<file path="config.mk">
export PLATFORM = sky130hd
export DESIGN_NAME = selftrigger_top
export DESIGN_NICKNAME = d
export VERILOG_FILES = /design/src/trig_types_pkg.sv /design/src/buffer_types_pkg.sv /design/src/channel_trigger_receiver.sv /design/src/buffer_swap_control.sv /design/src/selftrigger_top.sv
export VERILOG_INCLUDE_DIRS = /design/src /design/src/src
export SDC_FILE = /design/constraint.sdc
export NUM_CORES = 2
export LEC_CHECK = 0
export ABC_AREA = 1
export ABC_CLOCK_PERIOD_IN_PS = 7350
export BUFFER_PORTS_ARGS = -buffer_cell sky130_fd_sc_hd__buf_4
export CORE_AREA = 4 4 335 337
export CTS_BUF_LIST = sky130_fd_sc_hd__clkbuf_8
export CTS_CLUSTER_SIZE = 28
export DETAILED_ROUTE_END_ITERATION = 10
export DIE_AREA = 0 0 339 341
export SYNTH_ARGS = -nofsm -noshare
export SYNTH_HDL_FRONTEND = slang
export SYNTH_HIERARCHICAL = 1
export SYNTH_SLANG_ARGS = --single-unit
</file>
<file path="constraint.sdc">
create_clock -name clk -period 7.35 [get_ports clk]
set_input_delay 0.3675 -clock clk [delete_from_list [all_inputs] [get_ports clk]]
set_output_delay 0.3675 -clock clk [all_outputs]
set_load 0.02 [all_outputs]
</file>
<file path="src/selftrig_settings.svh">
// self-trigger bookkeeping sizes
// channel count and counter widths shared by RTL and testbench
`ifndef SELFTRIG_SETTINGS_SVH
`define SELFTRIG_SETTINGS_SVH

// digitizer channels with their own self-trigger
`define NUM_CHANNELS 5

// global trigger number, wraps silently
`define TRIG_NUM_W 24

// triggers held in one DDR3 half, about 1M
`define SELFTRIG_W 20

// bursts per half, also the width of the
// per-channel burst count and the overflow threshold
`define BURST_W 23

`endif

</file>
<file path="src/trig_types_pkg.sv">
// channel trigger types
// receiver state shared by the receivers, the top level and the testbench
package trig_types_pkg;

  // one accepted trigger per high level of the self-trigger
  typedef enum logic {
    // waiting for an enabled trigger
    TRIG_IDLE = 1'b0,
    // trigger accepted, waiting for the level to fall
    TRIG_HIGH = 1'b1
  } trig_state_t;

endpackage

</file>
<file path="src/buffer_types_pkg.sv">
// DDR3 buffer types
// bank select and swap controller state for the double-buffered store
package buffer_types_pkg;

  // half of the DDR3 store that collects new triggers
  typedef enum logic {
    BANK_LO = 1'b0,
    BANK_HI = 1'b1
  } ddr3_bank_t;

  // swap sequence: announce the change first, flip the bank after
  typedef enum logic [1:0] {
    // ready for a swap request
    SWAP_IDLE     = 2'd0,
    // readout_buffer_changed is high in this state
    SWAP_ANNOUNCE = 2'd1,
    // bank has just flipped, requests still dropped
    SWAP_FLIP     = 2'd2
  } swap_state_t;

endpackage

</file>
<file path="src/channel_trigger_receiver.sv">
// channel trigger receiver
// counts self-triggers and stored bursts per DDR3 half, flags near overflow
`timescale 1ns/1ns
`include "selftrig_settings.svh"

module channel_trigger_receiver (
  input  logic                          clk,
  input  logic                          reset,
  // TTC pulse that zeroes the trigger number
  input  logic                          reset_trig_num,
  // self-trigger level from the channel
  input  logic                          trigger,
  input  logic                          chan_en,
  // half currently collecting triggers
  input  buffer_types_pkg::ddr3_bank_t  ddr3_buffer,
  // one-cycle pulse one cycle ahead of the bank flip
  input  logic                          readout_buffer_changed,
  // bursts per trigger, minus one
  input  logic [`BURST_W-1:0]           burst_count_selftrig,
  input  logic [`BURST_W-1:0]           thres_ddr3_overflow,
  output logic [`TRIG_NUM_W-1:0]        trig_num,
  output logic [`SELFTRIG_W-1:0]        selftriggers_lo,
  output logic [`SELFTRIG_W-1:0]        selftriggers_hi,
  output logic [`BURST_W-1:0]           stored_bursts_lo,
  output logic [`BURST_W-1:0]           stored_bursts_hi,
  output trig_types_pkg::trig_state_t   state,
  // channel overflow warning
  output logic                          almost_full
);

  trig_types_pkg::trig_state_t next_state;
  logic                        accept;
  logic                        lo_active;
  logic                        hi_active;
  logic [`BURST_W-1:0]         burst_step;
  logic [`BURST_W-1:0]         active_bursts;

  // accept only on the first cycle of an enabled high level
  assign accept = (state == trig_types_pkg::TRIG_IDLE) && trigger && chan_en;

  assign lo_active = (ddr3_buffer == buffer_types_pkg::BANK_LO);
  assign hi_active = (ddr3_buffer == buffer_types_pkg::BANK_HI);

  // burst_count_selftrig counts from zero
  assign burst_step = burst_count_selftrig + 1'b1;

  // next state
  always_comb begin
    next_state = state;
    case (state)
      trig_types_pkg::TRIG_IDLE: begin
        if (accept) begin
          next_state = trig_types_pkg::TRIG_HIGH;
        end
      end
      trig_types_pkg::TRIG_HIGH: begin
        // hold until the level drops, a long trigger counts once
        if (!trigger) begin
          next_state = trig_types_pkg::TRIG_IDLE;
        end
      end
      default: next_state = trig_types_pkg::TRIG_IDLE;
    endcase
  end

  always_ff @(posedge clk) begin
    if (reset) begin
      state <= trig_types_pkg::TRIG_IDLE;
    end else begin
      state <= next_state;
    end
  end

  // global trigger number, TTC reset wins over a coincident trigger
  always_ff @(posedge clk) begin
    if (reset || reset_trig_num) begin
      trig_num <= '0;
    end else if (accept) begin
      trig_num <= trig_num + 1'b1;
    end
  end

  // lo half counters
  // cleared on a buffer change while hi is active, since lo is taken next
  always_ff @(posedge clk) begin
    if (reset) begin
      selftriggers_lo  <= '0;
      stored_bursts_lo <= '0;
    end else if (readout_buffer_changed && hi_active) begin
      selftriggers_lo  <= '0;
      stored_bursts_lo <= '0;
    end else if (accept && lo_active) begin
      selftriggers_lo  <= selftriggers_lo + 1'b1;
      stored_bursts_lo <= stored_bursts_lo + burst_step;
    end
  end

  // hi half counters, mirror of the lo half
  always_ff @(posedge clk) begin
    if (reset) begin
      selftriggers_hi  <= '0;
      stored_bursts_hi <= '0;
    end else if (readout_buffer_changed && lo_active) begin
      selftriggers_hi  <= '0;
      stored_bursts_hi <= '0;
    end else if (accept && hi_active) begin
      selftriggers_hi  <= selftriggers_hi + 1'b1;
      stored_bursts_hi <= stored_bursts_hi + burst_step;
    end
  end

  // overflow warning looks at the half being filled
  assign active_bursts = hi_active ? stored_bursts_hi : stored_bursts_lo;

  // a disabled channel never warns
  assign almost_full = chan_en && (active_bursts > thres_ddr3_overflow);

endmodule

</file>
<file path="src/buffer_swap_control.sv">
// DDR3 buffer swap controller
// announces a buffer change for one cycle, then flips the active half
`timescale 1ns/1ns

module buffer_swap_control (
  input  logic                          clk,
  input  logic                          reset,
  // pulse from the command manager
  input  logic                          swap_request,
  // high for one cycle before the flip
  output logic                          readout_buffer_changed,
  output buffer_types_pkg::ddr3_bank_t  ddr3_buffer
);

  buffer_types_pkg::swap_state_t state;
  buffer_types_pkg::swap_state_t next_state;

  // next state
  // requests outside idle are dropped
  always_comb begin
    next_state = state;
    case (state)
      buffer_types_pkg::SWAP_IDLE: begin
        if (swap_request) begin
          next_state = buffer_types_pkg::SWAP_ANNOUNCE;
        end
      end
      buffer_types_pkg::SWAP_ANNOUNCE: begin
        next_state = buffer_types_pkg::SWAP_FLIP;
      end
      buffer_types_pkg::SWAP_FLIP: begin
        next_state = buffer_types_pkg::SWAP_IDLE;
      end
      // unused encoding
      default: next_state = buffer_types_pkg::SWAP_IDLE;
    endcase
  end

  always_ff @(posedge clk) begin
    if (reset) begin
      state <= buffer_types_pkg::SWAP_IDLE;
    end else begin
      state <= next_state;
    end
  end

  // receivers clear the half about to be used while the old one is active
  assign readout_buffer_changed = (state == buffer_types_pkg::SWAP_ANNOUNCE);

  // flip at the edge that ends the announce cycle
  always_ff @(posedge clk) begin
    if (reset) begin
      ddr3_buffer <= buffer_types_pkg::BANK_LO;
    end else if (state == buffer_types_pkg::SWAP_ANNOUNCE) begin
      if (ddr3_buffer == buffer_types_pkg::BANK_LO) begin
        ddr3_buffer <= buffer_types_pkg::BANK_HI;
      end else begin
        ddr3_buffer <= buffer_types_pkg::BANK_LO;
      end
    end
  end

endmodule

</file>
<file path="src/selftrigger_top.sv">
// self-trigger bookkeeping top
// per-channel trigger receivers sharing one DDR3 buffer swap controller
`timescale 1ns/1ns
`include "selftrig_settings.svh"

module selftrigger_top (
  input  logic                                          clk,
  input  logic                                          reset,
  // TTC pulse, clears every trigger number
  input  logic                                          reset_trig_num,
  // per-channel levels, channel 0 in bit 0
  input  logic [`NUM_CHANNELS-1:0]                      trigger,
  input  logic [`NUM_CHANNELS-1:0]                      chan_en,
  // per-channel burst counts, channel 0 in the low field
  input  logic [`NUM_CHANNELS*`BURST_W-1:0]             burst_count_selftrig,
  // overflow threshold shared by all channels
  input  logic [`BURST_W-1:0]                           thres_ddr3_overflow,
  // pulse from the command manager
  input  logic                                          swap_request,
  output logic [`NUM_CHANNELS*`TRIG_NUM_W-1:0]          trig_num,
  output logic [`NUM_CHANNELS*`SELFTRIG_W-1:0]          selftriggers_lo,
  output logic [`NUM_CHANNELS*`SELFTRIG_W-1:0]          selftriggers_hi,
  output logic [`NUM_CHANNELS*`BURST_W-1:0]             stored_bursts_lo,
  output logic [`NUM_CHANNELS*`BURST_W-1:0]             stored_bursts_hi,
  output trig_types_pkg::trig_state_t [`NUM_CHANNELS-1:0] trig_state,
  output buffer_types_pkg::ddr3_bank_t                  ddr3_buffer,
  output logic                                          readout_buffer_changed,
  // any enabled channel close to filling its half
  output logic                                          ddr3_almost_full
);

  // per-channel overflow warnings before the OR
  logic [`NUM_CHANNELS-1:0] chan_almost_full;

  // one swap controller drives every receiver
  buffer_swap_control i_swap (
    .clk                    (clk),
    .reset                  (reset),
    .swap_request           (swap_request),
    .readout_buffer_changed (readout_buffer_changed),
    .ddr3_buffer            (ddr3_buffer)
  );

  // channels run independently of each other
  // each gets its own slice of the flattened buses
  for (genvar ch = 0; ch < `NUM_CHANNELS; ch++) begin : g_chan
    channel_trigger_receiver i_rx (
      .clk                    (clk),
      .reset                  (reset),
      .reset_trig_num         (reset_trig_num),
      .trigger                (trigger[ch]),
      .chan_en                (chan_en[ch]),
      .ddr3_buffer            (ddr3_buffer),
      .readout_buffer_changed (readout_buffer_changed),
      .burst_count_selftrig   (burst_count_selftrig[ch*`BURST_W +: `BURST_W]),
      .thres_ddr3_overflow    (thres_ddr3_overflow),
      .trig_num               (trig_num[ch*`TRIG_NUM_W +: `TRIG_NUM_W]),
      .selftriggers_lo        (selftriggers_lo[ch*`SELFTRIG_W +: `SELFTRIG_W]),
      .selftriggers_hi        (selftriggers_hi[ch*`SELFTRIG_W +: `SELFTRIG_W]),
      .stored_bursts_lo       (stored_bursts_lo[ch*`BURST_W +: `BURST_W]),
      .stored_bursts_hi       (stored_bursts_hi[ch*`BURST_W +: `BURST_W]),
      .state                  (trig_state[ch]),
      .almost_full            (chan_almost_full[ch])
    );
  end

  // advisory only, nothing is throttled here
  assign ddr3_almost_full = |chan_almost_full;

endmodule

</file>
==> flow_summary_export.csv <==
group,metric,value,unit
detailed_routing,detailed_routing_iterations_pass_1,6,
global_routing,grt_start_max_net_pins,97,
detailed_routing,antenna_left,0,
floorplan,die_width,339,um
placement,replace_congestion,0.971,
placement,portBuffers,709,
setup_path,worst_path_dominant_cell_family,"flip-flops",
setup_path,cp_max_fo,96,
layout,final_common_cell,"nand2_1",
setup_path,critPathArrivalTime,4460,ps
timing,tightestPinTransition,1090,ps
synthesis,synthArstFlopShare,0,%
placement,place_ws,3370,ps
placement,dpl.cell_count,9267,
detailed_routing,wl_per_cell,18.4,um
floorplan,initial_core_util,42.0,%
power,power_per_cell_area,156,nW/um2
placement,dp_hpwl,141000,um
layout,finish.cell_count_without_fillers,9483,
timing,finalSetupTns,0,ps
timing,setup_violations,0,
clock_network,cts_root_buffer,"clkbuf_8",
floorplan,fp-row-count,121,
run,timing.max_cap.violations,0,
synthesis,synthesis.area_per_instance,6.31,um2
setup_path,cpPeakStageDelay,1020,ps
clock_network,htree_levels,3,
power,vdd_drop_max,0.000127,V
timing,finalHoldViolations,0,
timing,least_setup_slack_across_all_paths_after_layout,2530,ps
detailed_routing,drt_iter0_markers,3615,
global_routing,first_global_vias,45100,
floorplan,design.die.area,116000,um2
floorplan,design.core.area,109000,um2
clock_network,clkSlewWorstSetupHoldPaths,60,ps
detailed_routing,drc,0,
synthesis,yosys.area.top_type,"dfxtp_1",
global_routing,grt_first_pass_wirelength,264000,um
layout,syn2layout_area_growth,20.1,%
timing,worst_slew_margin_rel,27.1,%
floorplan,pin_count,710,
synthesis,synth.top_cells.by_area,"dfxtp_1, nand2_1, ha_1, inv_1, a21oi_1",
synthesis,synth.ff_latch_count,558,
worst_hold_path,worst_hold_path_type,"in -> reg",
synthesis,post_synth_instance_area,45700,um2
clock_network,tritoncts_buffers,109,
timing,grt_setup_unrepaired,"false",
detailed_routing,via_count,49100,
synthesis,synth.yosys.seq_area_share,24.4,%
synthesis,post_synth_top_area_share,24.4,%
timing,clk_skew,31.9,ps
setup_path,crit_path_end_kind,"output pin",
setup_path,cp.required,6980,ps
global_routing,grt_antenna_before_repair,8,
clock_network,worstSkewPairLatency,810,ps
timing,finalMaxSlewViolations,0,
clock_network,cts_tree,"yes",
synthesis,postSynthCellCount,7245,
synthesis,synth_unique_cells,54,
clock_network,clock-sinks,558,
timing,clock.fmax,207,MHz
setup_path,critPathBufInv,3,
clock_network,post_cts_buffers,0,
synthesis,ys_dominant_reg_cell,"dfxtp_1",
clock_network,cts-root-to-sink-buffers,3,
detailed_routing,detail_route.wirelength,175000,um
synthesis,number_of_flops_mapped_to_enable_cells_by_yosys,0,
layout,final_cell_mix,"nand2_1, inv_1, buf_4",
layout,num-nets-final,8570,
setup_path,critical_path_class,"reg -> out",
synthesis,syn_nets,7839,
setup_path,start_kind,"register",
run_status,status,"finished clean",
layout,drive_gt1_share,13.5,%
global_routing,gr-usage-all-layers,28.7,%
power,p_leak,27.4,nW
setup_path,crit_path_top_delay_cell,"dfxtp_4",
timing,final.min_clock_period,4820,ps
floorplan,floorplan.die.height,341,um
setup_path,crit_path_frequent_cell,"nand2_1",
global_routing,total_overflow_reported_by_the_global_router,0,
synthesis,yosysWarnings,6,
detailed_routing,vias_per_cell,5.18,
timing,period_utilisation_layout,65.6,%
setup_path,critical_path.cell_chain,"inv_2 > o21ai_0 > ha_1 > nand2_1 > o21ai_0 > nand2_1 > o211ai_1 > nand3b_1 > nand3_1 > nand2_1 > inv_1 > nor2_1 > nand3_1 > buf_4",
## registers in the layout (all words and copies together) (netlist names)
register and count:
g_chan.i_rx/selftriggers_hi 100, g_chan.i_rx/selftriggers_lo 100, g_chan.i_rx/state 5, g_chan.i_rx/stored_bursts_hi 115, g_chan.i_rx/stored_bursts_lo 115, g_chan.i_rx/trig_num 120
i_swap/ddr3_buffer 1, i_swap/state 2
## cell families after synthesis
kind of cell | synth area share (%)
buffers and inverters | 10.9
DFF | 24.4
AOI/OAI and AO/OA | 15.8
xor gates and xnor gates | 3.99
and+or+nand+nor | 32.6
adders and majority gates | 12.3
## tightest hold or removal path: cells and delay by family
kind / cells / cell delay [ps]
fa+ha+maj: 1 / 130
buf+inv: 2 / 210
simple gates: 2 / 120
## metrics by stage
step / hold WS (ps) / utilization, % / power, mW / instance area (um2)
2_1_floorplan: 395 / - / 4.49 / 45700
3_3_place_gp: 402 / 48.2 / 5.19 / 52400
3_5_place_dp: 419 / 48.2 / 5.21 / 52400
4_1_cts: 4.17 / 50.4 / 8.67 / 54900
5_1_grt: 59.0 / 50.4 / 9.05 / 54900
6_report: 88.8 / 50.4 / 8.59 / 54900
## power breakdown
| part | switching [mW] | total (mW) | leakage, nW | internal [mW] |
|---|---|---|---|---|
| registers | 0.142 | 3.24 | 4.52 | 3.10 |
| logic | 1.27 | 1.93 | 21.5 | 0.662 |
| clock network | 1.55 | 3.42 | 1.33 | 1.87 |
| total | 2.96 | 8.59 | 27.4 | 5.63 |
## per-layer routing
metal  global-route usage (%)  share of wire (%)  vias up  wire [um]
met4                     9.61                3.4        0       5970
met5                        0                  0        -          0
met2                     47.8                 46     1514      79500
met3                     4.82                6.9      281      12000
li1                         -                  -    25000          -
met1                     37.7                 44    22300      77000
## final cells by class
cell class | count | area (um2)
Fill cell | 11400 | 53900
Multi-Input combinational cell | 5382 | 29600
Sequential cell | 558 | 11200
Timing Repair Buffer | 741 | 5590
Inverter | 1184 | 4440
Clock buffer | 137 | 1890
Tap cell | 1414 | 1770
Clock inverter | 60 | 458
Antenna cell | 7 | 17.5
## Yosys cell counts, types with 4 or more instances
library cell  count
nand2_1        1776
inv_1          1167
nor2_1          707
a21oi_1         626
dfxtp_1         558
o21ai_0         464
nand3_1         455
ha_1            432
nand4_1         155
xor2_1          120
nor3_1           88
xnor2_1          88
clkbuf_1         80
o21a_1           72
o21bai_1         61
a31oi_1          30
nor2_4           30
o211ai_1         30
nor2_2           29
or2_2            29
buf_2            28
nand2_2          22
and2_1           19
inv_2            16
nand3b_1         16
o21ai_1          15
nor4_1           11
fa_1             10
nor3b_2          10
nand3_2           9
nor3_2            9
o221ai_1          8
a21o_1            6
a31o_2            6
buf_1             6
nor2b_1           6
nor3b_1           6
nor4_2            6
nand3_4           5
a211oi_1          4
buf_6             4
nand4_2           4
## what timing repair did
action | 4_1_cts | 5_1_grt
endpoints found under the hold margin | 10 | 0
hold buffers | 12 | 0
resized for setup | 0 | 0
## worst paths after layout
path                            slack [ps]                       startpoint  depth (start not counted)                                               to
worst max-delay path                  2530  i_swap/ddr3_buffer$_SDFFE_PP0N_                         14                                 ddr3_almost_full
worst max register to register        3570  i_swap/ddr3_buffer$_SDFFE_PP0N_                         10  g_chan[2].i_rx/selftriggers_hi[13]$_SDFFE_PP0P_
worst min-delay path                    90         burst_count_selftrig[23]                          5  g_chan[1].i_rx/stored_bursts_lo[0]$_SDFFE_PP0P_
worst min register to register         420     i_swap/state[1]$_SDFFE_PP0P_                          1                     i_swap/state[0]$_SDFFE_PP0P_
No activity file was read; power rests on OpenSTA's default activity.
